File: config.mk
export PLATFORM = sky130hd
export DESIGN_NAME = wb_master_top
export DESIGN_NICKNAME = d
export VERILOG_FILES = /design/src/common/wb_master_pkg.sv /design/src/verilog/wb_req_arbiter.sv /design/src/bus_seq/wb_bus_seq.sv /design/src/verilog/wb_master_top.sv
export SDC_FILE = /design/constraint.sdc
export NUM_CORES = 1
export LEC_CHECK = 0
export BUFFER_PORTS_ARGS = -buffer_cell sky130_fd_sc_hd__buf_2
export CAP_MARGIN = 20
export CORE_ASPECT_RATIO = 1.4
export CORE_MARGIN = 2
export CORE_UTILIZATION = 39
export CTS_BUF_LIST = sky130_fd_sc_hd__clkbuf_8
export DETAILED_ROUTE_END_ITERATION = 8
export GPL_ROUTABILITY_DRIVEN = 0
export PLACE_DENSITY = 0.83
export SLEW_MARGIN = 20
export SYNTH_ARGS = -nofsm -noshare
export SYNTH_HDL_FRONTEND = slang
export SYNTH_HIERARCHICAL = 1
export SYNTH_SLANG_ARGS = --single-unit
export TNS_END_PERCENT = 100
File: constraint.sdc
create_clock -name i_clk -period 5.3 [get_ports i_clk]
set_clock_uncertainty 0.05 [all_clocks]
set_input_delay 1.06 -clock i_clk [delete_from_list [all_inputs] [get_ports i_clk]]
set_output_delay 1.06 -clock i_clk [all_outputs]
set_load 0.01 [all_outputs]
File: src/common/wb_master_pkg.sv
/*
 * wishbone master shared definitions
 * bus geometry, the cache request and bus command bundles, and the
 * encodings for the bus sequencer state and the served request source
 */
package wb_master_pkg;

    // ========================================
    // bus geometry
    // ========================================
    localparam int ADDR_W      = 32;
    localparam int DATA_W      = 32;
    localparam int SEL_W       = 4;
    // a line fill is four words and wraps inside address bits 3 to 2
    localparam int BURST_WORDS = 4;

    // ========================================
    // request and bus bundles
    // ========================================
    // instruction side only ever reads, either one word or a whole line
    typedef struct packed {
        logic              req;
        logic              qword;
        logic [ADDR_W-1:0] address;
    } icache_req_t;

    // data side request, byte_en only matters when write is high
    typedef struct packed {
        logic              cached_req;
        logic              uncached_req;
        logic              qword;
        logic              write;
        logic [SEL_W-1:0]  byte_en;
        logic [DATA_W-1:0] wdata;
        logic [ADDR_W-1:0] address;
    } dcache_req_t;

    // one fully formed bus access, offered by the arbiter to the sequencer
    typedef struct packed {
        logic              valid;
        logic              we;
        logic              burst;
        logic [SEL_W-1:0]  sel;
        logic [ADDR_W-1:0] adr;
        logic [DATA_W-1:0] dat;
    } bus_cmd_t;

    // master side of the wishbone bus
    typedef struct packed {
        logic              cyc;
        logic              stb;
        logic              we;
        logic [SEL_W-1:0]  sel;
        logic [ADDR_W-1:0] adr;
        logic [DATA_W-1:0] dat;
    } wb_out_t;

    // ========================================
    // encodings
    // ========================================
    typedef enum logic [2:0] {
        IDLE     = 3'd0,
        BURST1   = 3'd1,
        BURST2   = 3'd2,
        BURST3   = 3'd3,
        WAIT_ACK = 3'd4
    } wb_state_e;

    typedef enum logic [1:0] {
        SRC_NONE        = 2'd0,
        SRC_ICACHE      = 2'd1,
        SRC_DC_CACHED   = 2'd2,
        SRC_DC_UNCACHED = 2'd3
    } req_src_e;

endpackage

File: src/verilog/wb_req_arbiter.sv
/*
 * cache request arbiter
 * picks data reads, then data writes, then instruction reads, forms the
 * bus command and turns acknowledges into the matching ready pulses
 */
`timescale 1ns/1ps

module wb_req_arbiter
(
    input  logic                       i_clk,
    input  logic                       quick_n_reset,
    input  wb_master_pkg::icache_req_t i_icache,
    input  wb_master_pkg::dcache_req_t i_dcache,
    input  logic                       i_cmd_take,
    input  logic                       i_read_ack,
    input  logic                       i_burst_last,
    output wb_master_pkg::bus_cmd_t    o_cmd,
    output logic                       o_icache_ready,
    output logic                       o_dcache_cached_ready,
    output logic                       o_dcache_uncached_ready
);

    logic                            dc_req;
    logic                            dc_rd_req;
    logic                            dc_wr_req;
    logic                            ic_rd_req;
    logic [wb_master_pkg::SEL_W-1:0] dc_sel;
    logic [1:0]                      dc_adr_lo;
    logic                            wr_take;
    wb_master_pkg::req_src_e         src_next;
    wb_master_pkg::req_src_e         src_r;

    // requesters hold their levels until ready, so plain levels are enough here
    assign dc_req    = i_dcache.cached_req | i_dcache.uncached_req;
    assign dc_rd_req = dc_req & ~i_dcache.write;
    assign dc_wr_req = dc_req & i_dcache.write;
    assign ic_rd_req = i_icache.req;

    // reads always fetch the whole word, writes use the caller's lanes
    assign dc_sel = dc_wr_req ? i_dcache.byte_en : {wb_master_pkg::SEL_W{1'b1}};

    // ========================================
    // low address bits from the lane pattern
    // ========================================
    always_comb
    begin
        case (dc_sel)
            4'b0001: dc_adr_lo = 2'd0;
            4'b0010: dc_adr_lo = 2'd1;
            4'b0100: dc_adr_lo = 2'd2;
            4'b1000: dc_adr_lo = 2'd3;
            // half-word accesses point at the lower lane of the pair
            4'b0011: dc_adr_lo = 2'd0;
            4'b1100: dc_adr_lo = 2'd2;
            // full words and odd patterns stay word aligned
            default: dc_adr_lo = 2'd0;
        endcase
    end

    // ========================================
    // command select
    // ========================================
    always_comb
    begin
        o_cmd       = '0;
        src_next    = wb_master_pkg::SRC_NONE;
        // valid stays up for as long as anybody is asking
        o_cmd.valid = dc_req | ic_rd_req;
        if (dc_rd_req)
        begin
            o_cmd.burst = i_dcache.qword;
            o_cmd.sel   = dc_sel;
            o_cmd.adr   = {i_dcache.address[wb_master_pkg::ADDR_W-1:2], dc_adr_lo};
            // a request flagged both ways is served as cached
            src_next    = i_dcache.cached_req ? wb_master_pkg::SRC_DC_CACHED
                                              : wb_master_pkg::SRC_DC_UNCACHED;
        end
        else if (dc_wr_req)
        begin
            // writes are posted and never wait for a read ack, so no source
            o_cmd.we  = 1'b1;
            o_cmd.sel = dc_sel;
            o_cmd.adr = {i_dcache.address[wb_master_pkg::ADDR_W-1:2], dc_adr_lo};
            o_cmd.dat = i_dcache.wdata;
        end
        else if (ic_rd_req)
        begin
            o_cmd.burst = i_icache.qword;
            o_cmd.sel   = {wb_master_pkg::SEL_W{1'b1}};
            o_cmd.adr   = {i_icache.address[wb_master_pkg::ADDR_W-1:2], 2'b00};
            src_next    = wb_master_pkg::SRC_ICACHE;
        end
    end

    // ========================================
    // served source and ready routing
    // ========================================
    always_ff @(posedge i_clk)
    begin
        if (!quick_n_reset)
            src_r <= wb_master_pkg::SRC_NONE;
        else if (i_cmd_take)
            src_r <= src_next;
        else if (i_burst_last)
            src_r <= wb_master_pkg::SRC_NONE;
    end

    // the write is released in the same cycle the sequencer takes it
    assign wr_take = i_cmd_take & o_cmd.we;

    assign o_icache_ready = i_read_ack & (src_r == wb_master_pkg::SRC_ICACHE);

    assign o_dcache_cached_ready =
        (i_read_ack & (src_r == wb_master_pkg::SRC_DC_CACHED)) |
        (wr_take & i_dcache.cached_req);

    assign o_dcache_uncached_ready =
        (i_read_ack & (src_r == wb_master_pkg::SRC_DC_UNCACHED)) |
        (wr_take & ~i_dcache.cached_req);

    // write releases happen in idle and read acks only mid-cycle, so they never meet
    assert property (@(posedge i_clk) disable iff (!quick_n_reset)
        $onehot0({o_icache_ready, o_dcache_cached_ready, o_dcache_uncached_ready}));

endmodule

File: src/bus_seq/wb_bus_seq.sv
/*
 * wishbone bus cycle sequencer
 * takes one command at a time from idle and runs it as a single
 * transfer or as a four-word wrapping read burst
 */
`timescale 1ns/1ps

module wb_bus_seq
(
    input  logic                    i_clk,
    input  logic                    quick_n_reset,
    input  wb_master_pkg::bus_cmd_t i_cmd,
    input  logic                    i_wb_ack,
    output wb_master_pkg::wb_out_t  o_wb,
    output logic                    o_cmd_take,
    output logic                    o_read_ack,
    output logic                    o_burst_last
);

    // width of the word index that wraps during a line fill
    localparam int BEAT_W = $clog2(wb_master_pkg::BURST_WORDS);

    wb_master_pkg::wb_state_e           state_r;
    logic                               cyc_r;
    logic                               stb_r;
    logic                               we_r;
    logic [wb_master_pkg::SEL_W-1:0]    sel_r;
    logic [wb_master_pkg::ADDR_W-1:0]   adr_r;
    logic [wb_master_pkg::DATA_W-1:0]   dat_r;
    logic                               beat_ack;
    logic                               in_burst;

    // a new command is only accepted with the bus quiet
    assign o_cmd_take = (state_r == wb_master_pkg::IDLE) & i_cmd.valid;

    // an ack only counts while we are actually strobing
    assign beat_ack     = stb_r & i_wb_ack;
    assign o_read_ack   = beat_ack & ~we_r;
    // the final read word always lands in WAIT_ACK, bursts included
    assign o_burst_last = o_read_ack & (state_r == wb_master_pkg::WAIT_ACK);

    assign in_burst = (state_r == wb_master_pkg::BURST1) |
                      (state_r == wb_master_pkg::BURST2) |
                      (state_r == wb_master_pkg::BURST3);

    // ========================================
    // cycle control
    // ========================================
    always_ff @(posedge i_clk)
    begin
        if (!quick_n_reset)
        begin
            state_r <= wb_master_pkg::IDLE;
            cyc_r   <= 1'b0;
            stb_r   <= 1'b0;
            we_r    <= 1'b0;
        end
        else
        begin
            case (state_r)
                wb_master_pkg::IDLE:
                begin
                    if (o_cmd_take)
                    begin
                        cyc_r   <= 1'b1;
                        stb_r   <= 1'b1;
                        we_r    <= i_cmd.we;
                        state_r <= i_cmd.burst ? wb_master_pkg::BURST1
                                               : wb_master_pkg::WAIT_ACK;
                    end
                end
                // strobe stays up across the burst, each ack moves one word on
                wb_master_pkg::BURST1:
                begin
                    if (beat_ack)
                        state_r <= wb_master_pkg::BURST2;
                end
                wb_master_pkg::BURST2:
                begin
                    if (beat_ack)
                        state_r <= wb_master_pkg::BURST3;
                end
                wb_master_pkg::BURST3:
                begin
                    if (beat_ack)
                        state_r <= wb_master_pkg::WAIT_ACK;
                end
                wb_master_pkg::WAIT_ACK:
                begin
                    // last word of any access, release the bus
                    if (beat_ack)
                    begin
                        cyc_r   <= 1'b0;
                        stb_r   <= 1'b0;
                        we_r    <= 1'b0;
                        state_r <= wb_master_pkg::IDLE;
                    end
                end
                default:
                    state_r <= wb_master_pkg::IDLE;
            endcase
        end
    end

    // ========================================
    // address and data
    // ========================================
    always_ff @(posedge i_clk)
    begin
        if (o_cmd_take)
        begin
            sel_r <= i_cmd.sel;
            adr_r <= i_cmd.adr;
            dat_r <= i_cmd.dat;
        end
        else if (in_burst && beat_ack)
        begin
            // wrap inside the line, the upper address never moves
            adr_r[2 +: BEAT_W] <= adr_r[2 +: BEAT_W] + 1'b1;
        end
    end

    assign o_wb = '{cyc: cyc_r, stb: stb_r, we: we_r, sel: sel_r, adr: adr_r, dat: dat_r};

    // legal state moves
    assert property (@(posedge i_clk) disable iff (!quick_n_reset)
        (state_r == wb_master_pkg::IDLE) |=>
            (state_r inside {wb_master_pkg::IDLE, wb_master_pkg::BURST1,
                             wb_master_pkg::WAIT_ACK}));
    assert property (@(posedge i_clk) disable iff (!quick_n_reset)
        (state_r == wb_master_pkg::BURST1) && i_wb_ack |=> (state_r == wb_master_pkg::BURST2));
    assert property (@(posedge i_clk) disable iff (!quick_n_reset)
        (state_r == wb_master_pkg::BURST2) && i_wb_ack |=> (state_r == wb_master_pkg::BURST3));
    assert property (@(posedge i_clk) disable iff (!quick_n_reset)
        (state_r == wb_master_pkg::BURST3) && i_wb_ack |=> (state_r == wb_master_pkg::WAIT_ACK));
    assert property (@(posedge i_clk) disable iff (!quick_n_reset)
        (state_r == wb_master_pkg::WAIT_ACK) && i_wb_ack |=> (state_r == wb_master_pkg::IDLE));

    // a stalled slave sees the same strobe and address on the next cycle
    assert property (@(posedge i_clk) disable iff (!quick_n_reset)
        stb_r && !i_wb_ack |=> stb_r && $stable(adr_r));

endmodule

File: src/verilog/wb_master_top.sv
/*
 * wishbone master top level
 * joins the request arbiter and the bus sequencer between the two
 * cache ports and the shared wishbone bus
 */
`timescale 1ns/1ps

module wb_master_top
(
    input  logic                              i_clk,
    input  logic                              quick_n_reset,
    input  wb_master_pkg::icache_req_t        i_icache,
    input  wb_master_pkg::dcache_req_t        i_dcache,
    input  logic [wb_master_pkg::DATA_W-1:0]  i_wb_dat,
    input  logic                              i_wb_ack,
    output wb_master_pkg::wb_out_t            o_wb,
    output logic [wb_master_pkg::DATA_W-1:0]  o_read_data,
    output logic                              o_icache_ready,
    output logic                              o_dcache_cached_ready,
    output logic                              o_dcache_uncached_ready
);

    // command offered to the sequencer and its handshake back
    wb_master_pkg::bus_cmd_t cmd;
    logic                    cmd_take;
    // read acknowledge and the final word of a read
    logic                    read_ack;
    logic                    burst_last;

    // both caches see the bus data directly, ready says whose it is
    assign o_read_data = i_wb_dat;

    wb_req_arbiter i_wb_req_arbiter
    (
        .i_clk                   (i_clk),
        .quick_n_reset           (quick_n_reset),
        .i_icache                (i_icache),
        .i_dcache                (i_dcache),
        .i_cmd_take              (cmd_take),
        .i_read_ack              (read_ack),
        .i_burst_last            (burst_last),
        .o_cmd                   (cmd),
        .o_icache_ready          (o_icache_ready),
        .o_dcache_cached_ready   (o_dcache_cached_ready),
        .o_dcache_uncached_ready (o_dcache_uncached_ready)
    );

    wb_bus_seq i_wb_bus_seq
    (
        .i_clk         (i_clk),
        .quick_n_reset (quick_n_reset),
        .i_cmd         (cmd),
        .i_wb_ack      (i_wb_ack),
        .o_wb          (o_wb),
        .o_cmd_take    (cmd_take),
        .o_read_ack    (read_ack),
        .o_burst_last  (burst_last)
    );

endmodule

==> Word-level counts from Yosys, hierarchy flattened <==
Index checks and enable logic that the tools add are counted.
{ "op_classes": {"n_reduce_logical": 9, "n_lt_le_gt_ge": 0, "div_mod_pow": 0, "eq_ne": 16, "shift": 0, "mul": 0, "addsub": 1, "muxes": 28, "bitwise_logic": 22} }
{ "ops": {"columns": ["cell", "n"], "rows": [
  ["two-way mux 37 bit", 2],
  ["two-way mux 36 bit", 1],
  ["two-way mux 3 bit", 6],
  ["case mux 3 bit (5 select lines)", 1],
  ["AND 1 bit", 12],
  ["two-way mux 2 bit", 6],
  ["equality test 4 bit, second input constant", 2],
  ["two-way mux 1 bit", 8],
  ["!= test 2 x 1 -> 1 bit, second input constant", 4],
  ["equality test 3 x 2 -> 1 bit, second input constant", 2],
  ["bitwise OR 1 bit", 6],
  ["case mux 2 bit (3 select lines)", 1],
  ["nonzero test 2 bit", 3],
  ["AND reduction 5 bit", 1],
  ["equality test 2 bit, second input constant", 2],
  ["equality test 4 x 2 -> 1 bit, second input constant", 1],
  ["equality test 4 x 3 -> 1 bit, second input constant", 1],
  ["two-way mux 4 bit", 1],
  ["NOT 1 bit", 4],
  ["case mux 1 bit (2 select lines)", 2],
  ["OR reduction 2 bit", 2],
  ["equality test 3 x 1 -> 1 bit, second input constant", 1],
  ["equality test 3 bit, second input constant", 1],
  ["zero test 3 bit", 1],
  ["other kinds (5)", 5]
]} }
{ "word_totals": {"in_bits": 141, "mem_bits_ro": 0, "mem_bits_rw": 0, "memories": 0, "latchBits": 0, "reg_bits": 75} }

==> Depth between registers and ports, before layout <==
Gate-level depths: netlist of the first run.
{ "logic_depth": {"depth_word": 11, "ltp_mapped": 9} }

==> Cells and area by module <==
Netlist of the first run, hierarchy kept.
{ "modules_own_cells": {"columns": ["module", "cells_each", "seq_area_each_um2", "area_per_inst_um2", "instances"], "rows": [
  ["wb_bus_seq", 109, 2142.1, 2382.3, 1],
  ["wb_req_arbiter", 180, 40.0, 924.6, 1],
  ["wb_master_top", 32, 0.0, 240.2, 1]
]} }

==> Worst setup path before layout of the first run <==
OpenSTA, ideal clock, no wires.
{ "synth_timing": {"kind": "in2out", "from": "input i_dcache[70] (netlist bit)", "to": "output o_dcache_uncached_ready", "cell_stages": 8, "arrival_time_ps": 4325, "required_time_ps": 4190, "path_slack_ps": -135, "n_path_buf": 2, "cell_sequence": "or2_1 > buf_6 > buf_6 > nor2_2 > inv_1 > nor4b_4 > nand4b_1 > nand2_1"} }
{ "synth_lines": {"columns": ["element", "line", "text"], "rows": [
  ["start, declared", "wb_master_top.sv:13", "input wb_master_pkg::dcache_req_t i_dcache,"],
  ["end, declared", "wb_master_top.sv:20", "output logic o_dcache_uncached_ready"]
]} }

==> results.sh, run 1 <==
export IMPL_place_area_mm2=0.00420
export IMPL_die_area_mm2=0.00988
export IMPL_final_common_cell="buf_2"
export IMPL_finalMaxSlewViolations=0
export IMPL_rsz0062_at_grt="no"
export IMPL_synth_edf_count=68
export IMPL_synth_xor_area_share_pct=0.741
export IMPL_antenna_found_initial=0
export IMPL_synth_top_family_by_area="simple AND/OR/NAND/NOR gates"
export IMPL_synth_seq_cells=75
export IMPL_tightest_slew_ns=0.768
export IMPL_synth_simple_gate_area_share_pct=19.4
export IMPL_fin_util_pct=49.6
export IMPL_post_cts_resized=0
export IMPL_final_nets=599
export IMPL_clkSlewWorstSetupHoldPaths_ns=0.08
export IMPL_remaining_drc_errors=0
export IMPL_wirelength_um=8850
export IMPL_grt_pass1_vias=2683
export IMPL_max_freq_mhz=259
export IMPL_numCtsBuffers=9
export IMPL_place_ws_ns=1.45
export IMPL_num_rows=41
export IMPL_port_buffers=178
export IMPL_yosysWarningCount=6
export IMPL_hold_buffers=0
export IMPL_period_share_pct=72.9
export IMPL_synth_top_cell_area_share_pct=57.6
export IMPL_cts_tree="yes"
export IMPL_worst_slack_ns=1.44
export IMPL_worst_setup_path_type="in2out"
export IMPL_cts_sinks=75
export IMPL_start_kind="input pin"
export IMPL_core_mm2=0.00893
export IMPL_root_buffer="clkbuf_8"
export IMPL_cp_arrival_ns=2.75
export IMPL_synthMuxAreaShare_pct=0
export IMPL_num_antenna_cells=0
export IMPL_routed_via_density=4.99
export IMPL_grt_ovfl_total=0
export IMPL_end_kind="primary output"
export IMPL_maxCapViolCount=0
export IMPL_dp_cells=554
export IMPL_pwr_density_cell_mw_per_mm2=362
export IMPL_yosysTopAreaCell="edfxtp_1"
export IMPL_setup_viol_count_final=0
export IMPL_syn_nets=462
export IMPL_layout_common_cells="buf_2 (178), nand2_1 (69), edfxtp_1 (68)"
export IMPL_first_pass_iters=4
export IMPL_drive_above_1_share_pct=43.4
export IMPL_seq_area_frac_synth_pct=61.5
export IMPL_max_vdd_ir_drop_uv=231
export IMPL_die_w_um=84.6
export IMPL_synth_adder_area_share_pct=0
export IMPL_ant_nets=0
export IMPL_finalNonFillerCells=570
export IMPL_clock_latency_ns=0.35
export IMPL_postLayoutCellArea_mm2=0.00443
export IMPL_place_hpwl_um=6520
export IMPL_synth_distinct_cells=35
export IMPL_vias=2843
export IMPL_timing_critical_path_required_ns=4.19
export IMPL_area_growth_pct=24.9
export IMPL_grt_pass1_wl_um=12900
export IMPL_syn_avg_cell_area_um2=11.1
export IMPL_routedWlPerCell_um=15.5
export IMPL_cts_buffer_depth=2
export IMPL_synth_area_top_cells="edfxtp_1 (58%), buf_4 (7.4%), nand2_1 (7.3%)"
export IMPL_async_reset_ff_share_pct=0
export IMPL_htreeDepth=3
export IMPL_hold_viol=0
export IMPL_period_needed_ns=3.86
export IMPL_first_iter_violations=127
export IMPL_grt_usage_pct=17.0
export IMPL_leakage_nw=2.12
export IMPL_hp_class="reg2reg"
export IMPL_synth_compound_area_share_pct=6.98
export IMPL_initial_utilization_pct=39.7
export IMPL_grt_max_degree=96
export IMPL_cts_setup_buffers=0
export IMPL_ios=247
export IMPL_synth_cells=321
export IMPL_path_max_fanout=33
export IMPL_fp_dieH_um=117
export IMPL_synth_area_mm2=0.00355
export IMPL_status="complete, no violations"
export IMPL_synth_main_ff_cell="edfxtp_1"
export IMPL_slew_headroom_pct=48.8
export IMPL_n_fill_cell=847
where the power goes:
group | switching [mW] | internal (mW) | total (mW)
combinational | 0.188 | 0.126 | 0.314
clock | 0.221 | 0.268 | 0.489
sequential | 0.0325 | 0.768 | 0.800
final timing paths:
check	from	end	slack, ns	cells after the start
min reg2reg	i_wb_req_arbiter/src_r[0]	i_wb_req_arbiter/src_r[0]	0.50	2
max reg2reg	i_wb_bus_seq/state_r[2]	i_wb_bus_seq/adr_r[3]	3.06	4
min	i_wb_req_arbiter/src_r[0]	i_wb_req_arbiter/src_r[0]	0.50	2
max	i_icache[33]	o_dcache_uncached_ready	1.44	8
Yosys cell counts, types with 2 or more instances:
library cell  instances
nand3b_1              2
dfxtp_1               7
o21ai_0              30
xnor2_1               2
nand4_1               2
inv_1                 3
nor2_1               14
nor2b_1               2
o21ai_1               6
nand2_1              69
edfxtp_1             68
nor4_1                2
nand3_1               4
buf_6                 7
o21a_1                2
and3_1               34
buf_4                35
a21oi_1               4
clkbuf_1             12
registers in the layout (all words and copies together) (netlist names):
register / count
i_wb_bus_seq/dat_r: 32
i_wb_bus_seq/adr_r: 32
i_wb_bus_seq/stb_r: 1
i_wb_bus_seq/we_r: 1
i_wb_bus_seq/sel_r: 4
i_wb_bus_seq/state_r: 3
i_wb_req_arbiter/src_r: 2
metal layers:
layer | global-route usage (%) | vias up | routed length, um
met5 | 0 | - | 0
met4 | 13.4 | 0 | 484
met3 | 4.91 | 52 | 581
met2 | 29.2 | 101 | 4670
met1 | 17.4 | 1322 | 3110
li1 | - | 1368 | -
cells by family (layout without fill, tap and decap cells):
logic type,Yosys count,count (layout)
AO/OA/AOI/OAI,46,46
XOR/XNOR,3,3
buffers and inverters,58,200
flip-flops,75,75
AND/OR/NAND/NOR,139,139
metrics by stage:
step	power (mW)	hold WS, ns	TNS, ns
after detailed placement	1.13	0.495	0
after floorplan	1.01	0.453	-0.250
after global routing	1.68	0.550	0
after global placement	1.12	0.479	0
after CTS	1.62	0.501	0
final	1.60	0.503	0
final cells by class:
cell class,count,area (um^2),share of cell area (%)
flip-flops and latches,75,2180,49.3
multi-input cells,188,962,21.7
repair buffers,181,913,20.6
well taps,107,134,3.02
clock buffers,9,124,2.80
clock inverters,7,103,2.32
inverters,3,11.3,0.254
critical path, cell delays in order:
cell and delay [ns]:
buf_2 0.49, nor2_2 0.16, inv_1 0.15, nor4b_4 0.20, buf_4 0.33, nand4b_1 0.14, nand2_1 0.09, buf_2 0.12
No activity file was read; power rests on OpenSTA's default activity.
==> run 2: changes to the inputs <==
CORE_UTILIZATION = 41   (was 39)
clock period = 3.7 ns   (was 5.3 ns; I/O delays follow)
==> run 2 against run 1 <==
Against the previous run: via count increased by 0.70%; utilization increased by 2.6 points; critical path depth unchanged; cell count unchanged; flip-flop and latch count unchanged; non-clock buffer count increased by 2; register-to-register slack got worse by 1.2 ns; global-route usage increased by 2.2 points; total power increased by 43%; worst setup slack got worse by 0.42 ns; clock power increased by 42%; combinational power increased by 43%; largest cell class unchanged.
==> results.sh, run 2 (synthesis results as in run 1) <==
export IMPL_max_freq_mhz=372
export IMPL_fp_dieH_um=114
export IMPL_grt_usage_pct=19.3
export IMPL_crit_chain="buf_2, or2_2, nor2_4, inv_2, nor4b_4, nand3_1, nand2_1, buf_2"
export IMPL_final_common_cell="buf_2"
export IMPL_period_share_pct=72.6
export IMPL_die_area_mm2=0.00942
export IMPL_ios=247
export IMPL_root_buffer="clkbuf_8"
export IMPL_cts_tree="yes"
export IMPL_power_net_switching_uw=627
export IMPL_combPwrFrac_pct=19.7
export IMPL_finalMaxSlewViolations=0
export IMPL_rsz0062_at_grt="no"
export IMPL_first_pass_iters=5
export IMPL_max_vdd_ir_drop_uv=388
export IMPL_tns_ns=0
export IMPL_cts_setup_buffers=0
export IMPL_worst_setup_path_type="in2out"
export IMPL_worstRegToRegCells=3
export IMPL_leakage_nw=2.13
export IMPL_drive_above_1_share_pct=43.9
export IMPL_remaining_drc_errors=0
export IMPL_place_hpwl_um=6820
export IMPL_slew_headroom_pct=48.0
export IMPL_pwr_density_cell_mw_per_mm2=516
export IMPL_tightest_slew_ns=0.780
export IMPL_hold_end="i_wb_req_arbiter/src_r[0]"
export IMPL_cp_arrival_ns=1.89
export IMPL_ant_nets=0
export IMPL_cp_slowest_cell="or2_2"
export IMPL_p_seq_share_pct=50.1
export IMPL_slowest_delay_ns=0.34
export IMPL_wirelength_um=9210
export IMPL_intPower_mw=1.67
export IMPL_clock_latency_ns=0.34
export IMPL_num_antenna_cells=0
export IMPL_hold_buffers=0
export IMPL_grt_max_degree=95
export IMPL_power_mw=2.29
export IMPL_cts_buffer_depth=2
export IMPL_layout_common_cells="buf_2 (178), nand2_1 (69), edfxtp_1 (68)"
export IMPL_clkSlewWorstSetupHoldPaths_ns=0.08
export IMPL_rrSetupSlack_ns=1.88
export IMPL_maxCapViolCount=0
export IMPL_crit_reg2reg_launch="i_wb_bus_seq/state_r[2]"
export IMPL_path_max_fanout=5
export IMPL_end_kind="primary output"
export IMPL_port_buffers=178
export IMPL_p_clk_share_pct=30.2
export IMPL_crit_top_cell="buf_2"
export IMPL_antenna_found_initial=1
export IMPL_swShare_pct=27.3
export IMPL_hold_start="i_wb_req_arbiter/src_r[0]"
export IMPL_routedWlPerCell_um=16.2
export IMPL_htreeDepth=3
export IMPL_reg_top3="i_wb_bus_seq/adr_r: 32 flops, i_wb_bus_seq/dat_r: 32 flops, i_wb_bus_seq/sel_r: 4 flops"
export IMPL_vias=2863
export IMPL_grt_pass1_wl_um=13400
export IMPL_period_needed_ns=2.68
export IMPL_routed_via_density=5.02
export IMPL_final_nets=601
export IMPL_hold_viol=0
export IMPL_core_mm2=0.00851
export IMPL_first_iter_violations=160
export IMPL_die_w_um=82.6
export IMPL_setup_viol_count_final=0
export IMPL_grt_ovfl_total=0
export IMPL_post_cts_resized=0
export IMPL_timing_critical_path_required_ns=2.91
export IMPL_initial_utilization_pct=41.7
export IMPL_status="complete, no violations"
export IMPL_hp_class="reg2reg"
export IMPL_start_kind="input pin"
export IMPL_min_path_cells=2
export IMPL_num_rows=40
export IMPL_whs_ns=0.483
export IMPL_r2r_end="i_wb_bus_seq/adr_r[3]"
export IMPL_grt_pass1_vias=2789
export IMPL_cts_sinks=75
export IMPL_numCtsBuffers=9
export IMPL_area_growth_pct=25.3
run 2: changes by cell type in the layout (fill, tap and decap cells not counted), sizes merged:
cell and delta:
inv +2, buf +2, clkinv -2
run 2: routing by layer:
layer	wire [um]	vias to the layer above	GRT usage (%)
li1	-	1371	-
met1	3200	1293	20.0
met2	4760	140	33.2
met3	721	57	4.73
met4	513	2	13.0
met5	13	-	0
run 2: layout make-up:
type	count	area [um^2]
multi-input cells	188	967
clock inverters	7	98.8
fillers	781	4070
well taps	105	131
inverters	3	11.3
clock buffers	9	124
repair buffers	183	928
flip-flops and latches	75	2180
run 2: power groups by stage:
stage	sequential (mW)	clock (mW)	combinational, mW
6_report	1.15	0.693	0.450
5_1_grt	1.16	0.758	0.497
4_1_cts	1.15	0.718	0.454
3_5_place_dp	1.17	0	0.453
3_3_place_gp	1.16	0	0.442
2_1_floorplan	1.24	0	0.202
run 2: worst max-delay path by stage:
| stage | start | to | slack [ns] |
|---|---|---|---|
| global route | i_dcache[70] | o_dcache_cached_ready | 0.95 |
| floorplan | i_dcache[70] | o_dcache_cached_ready | -1.06 |
| finish | i_dcache[70] | o_dcache_cached_ready | 1.02 |
| global placement | i_dcache[70] | i_wb_bus_seq/state_r[2] | 0.96 |
| CTS | i_dcache[70] | o_dcache_cached_ready | 1.0 |
| detailed placement | i_dcache[70] | i_wb_bus_seq/state_r[2] | 0.89 |
run 2: through the flow:
stage | cell area [um^2] | worst slack [ns] | std cells | util [%]
4_1_cts | 4440 | 0.997 | 570 | 52.2
3_3_place_gp | 4220 | 0.961 | 554 | 49.6
3_5_place_dp | 4220 | 0.893 | 554 | 49.6
6_report | 4440 | 1.02 | 570 | 52.2
2_1_floorplan | 3550 | -1.06 | 321 | -
5_1_grt | 4440 | 0.948 | 570 | 52.2
run 2: worst max-delay path: cells and delay by family:
family	cells	cell delay, ns
buffers and inverters	3	0.34
and+or+nand+nor	5	0.82
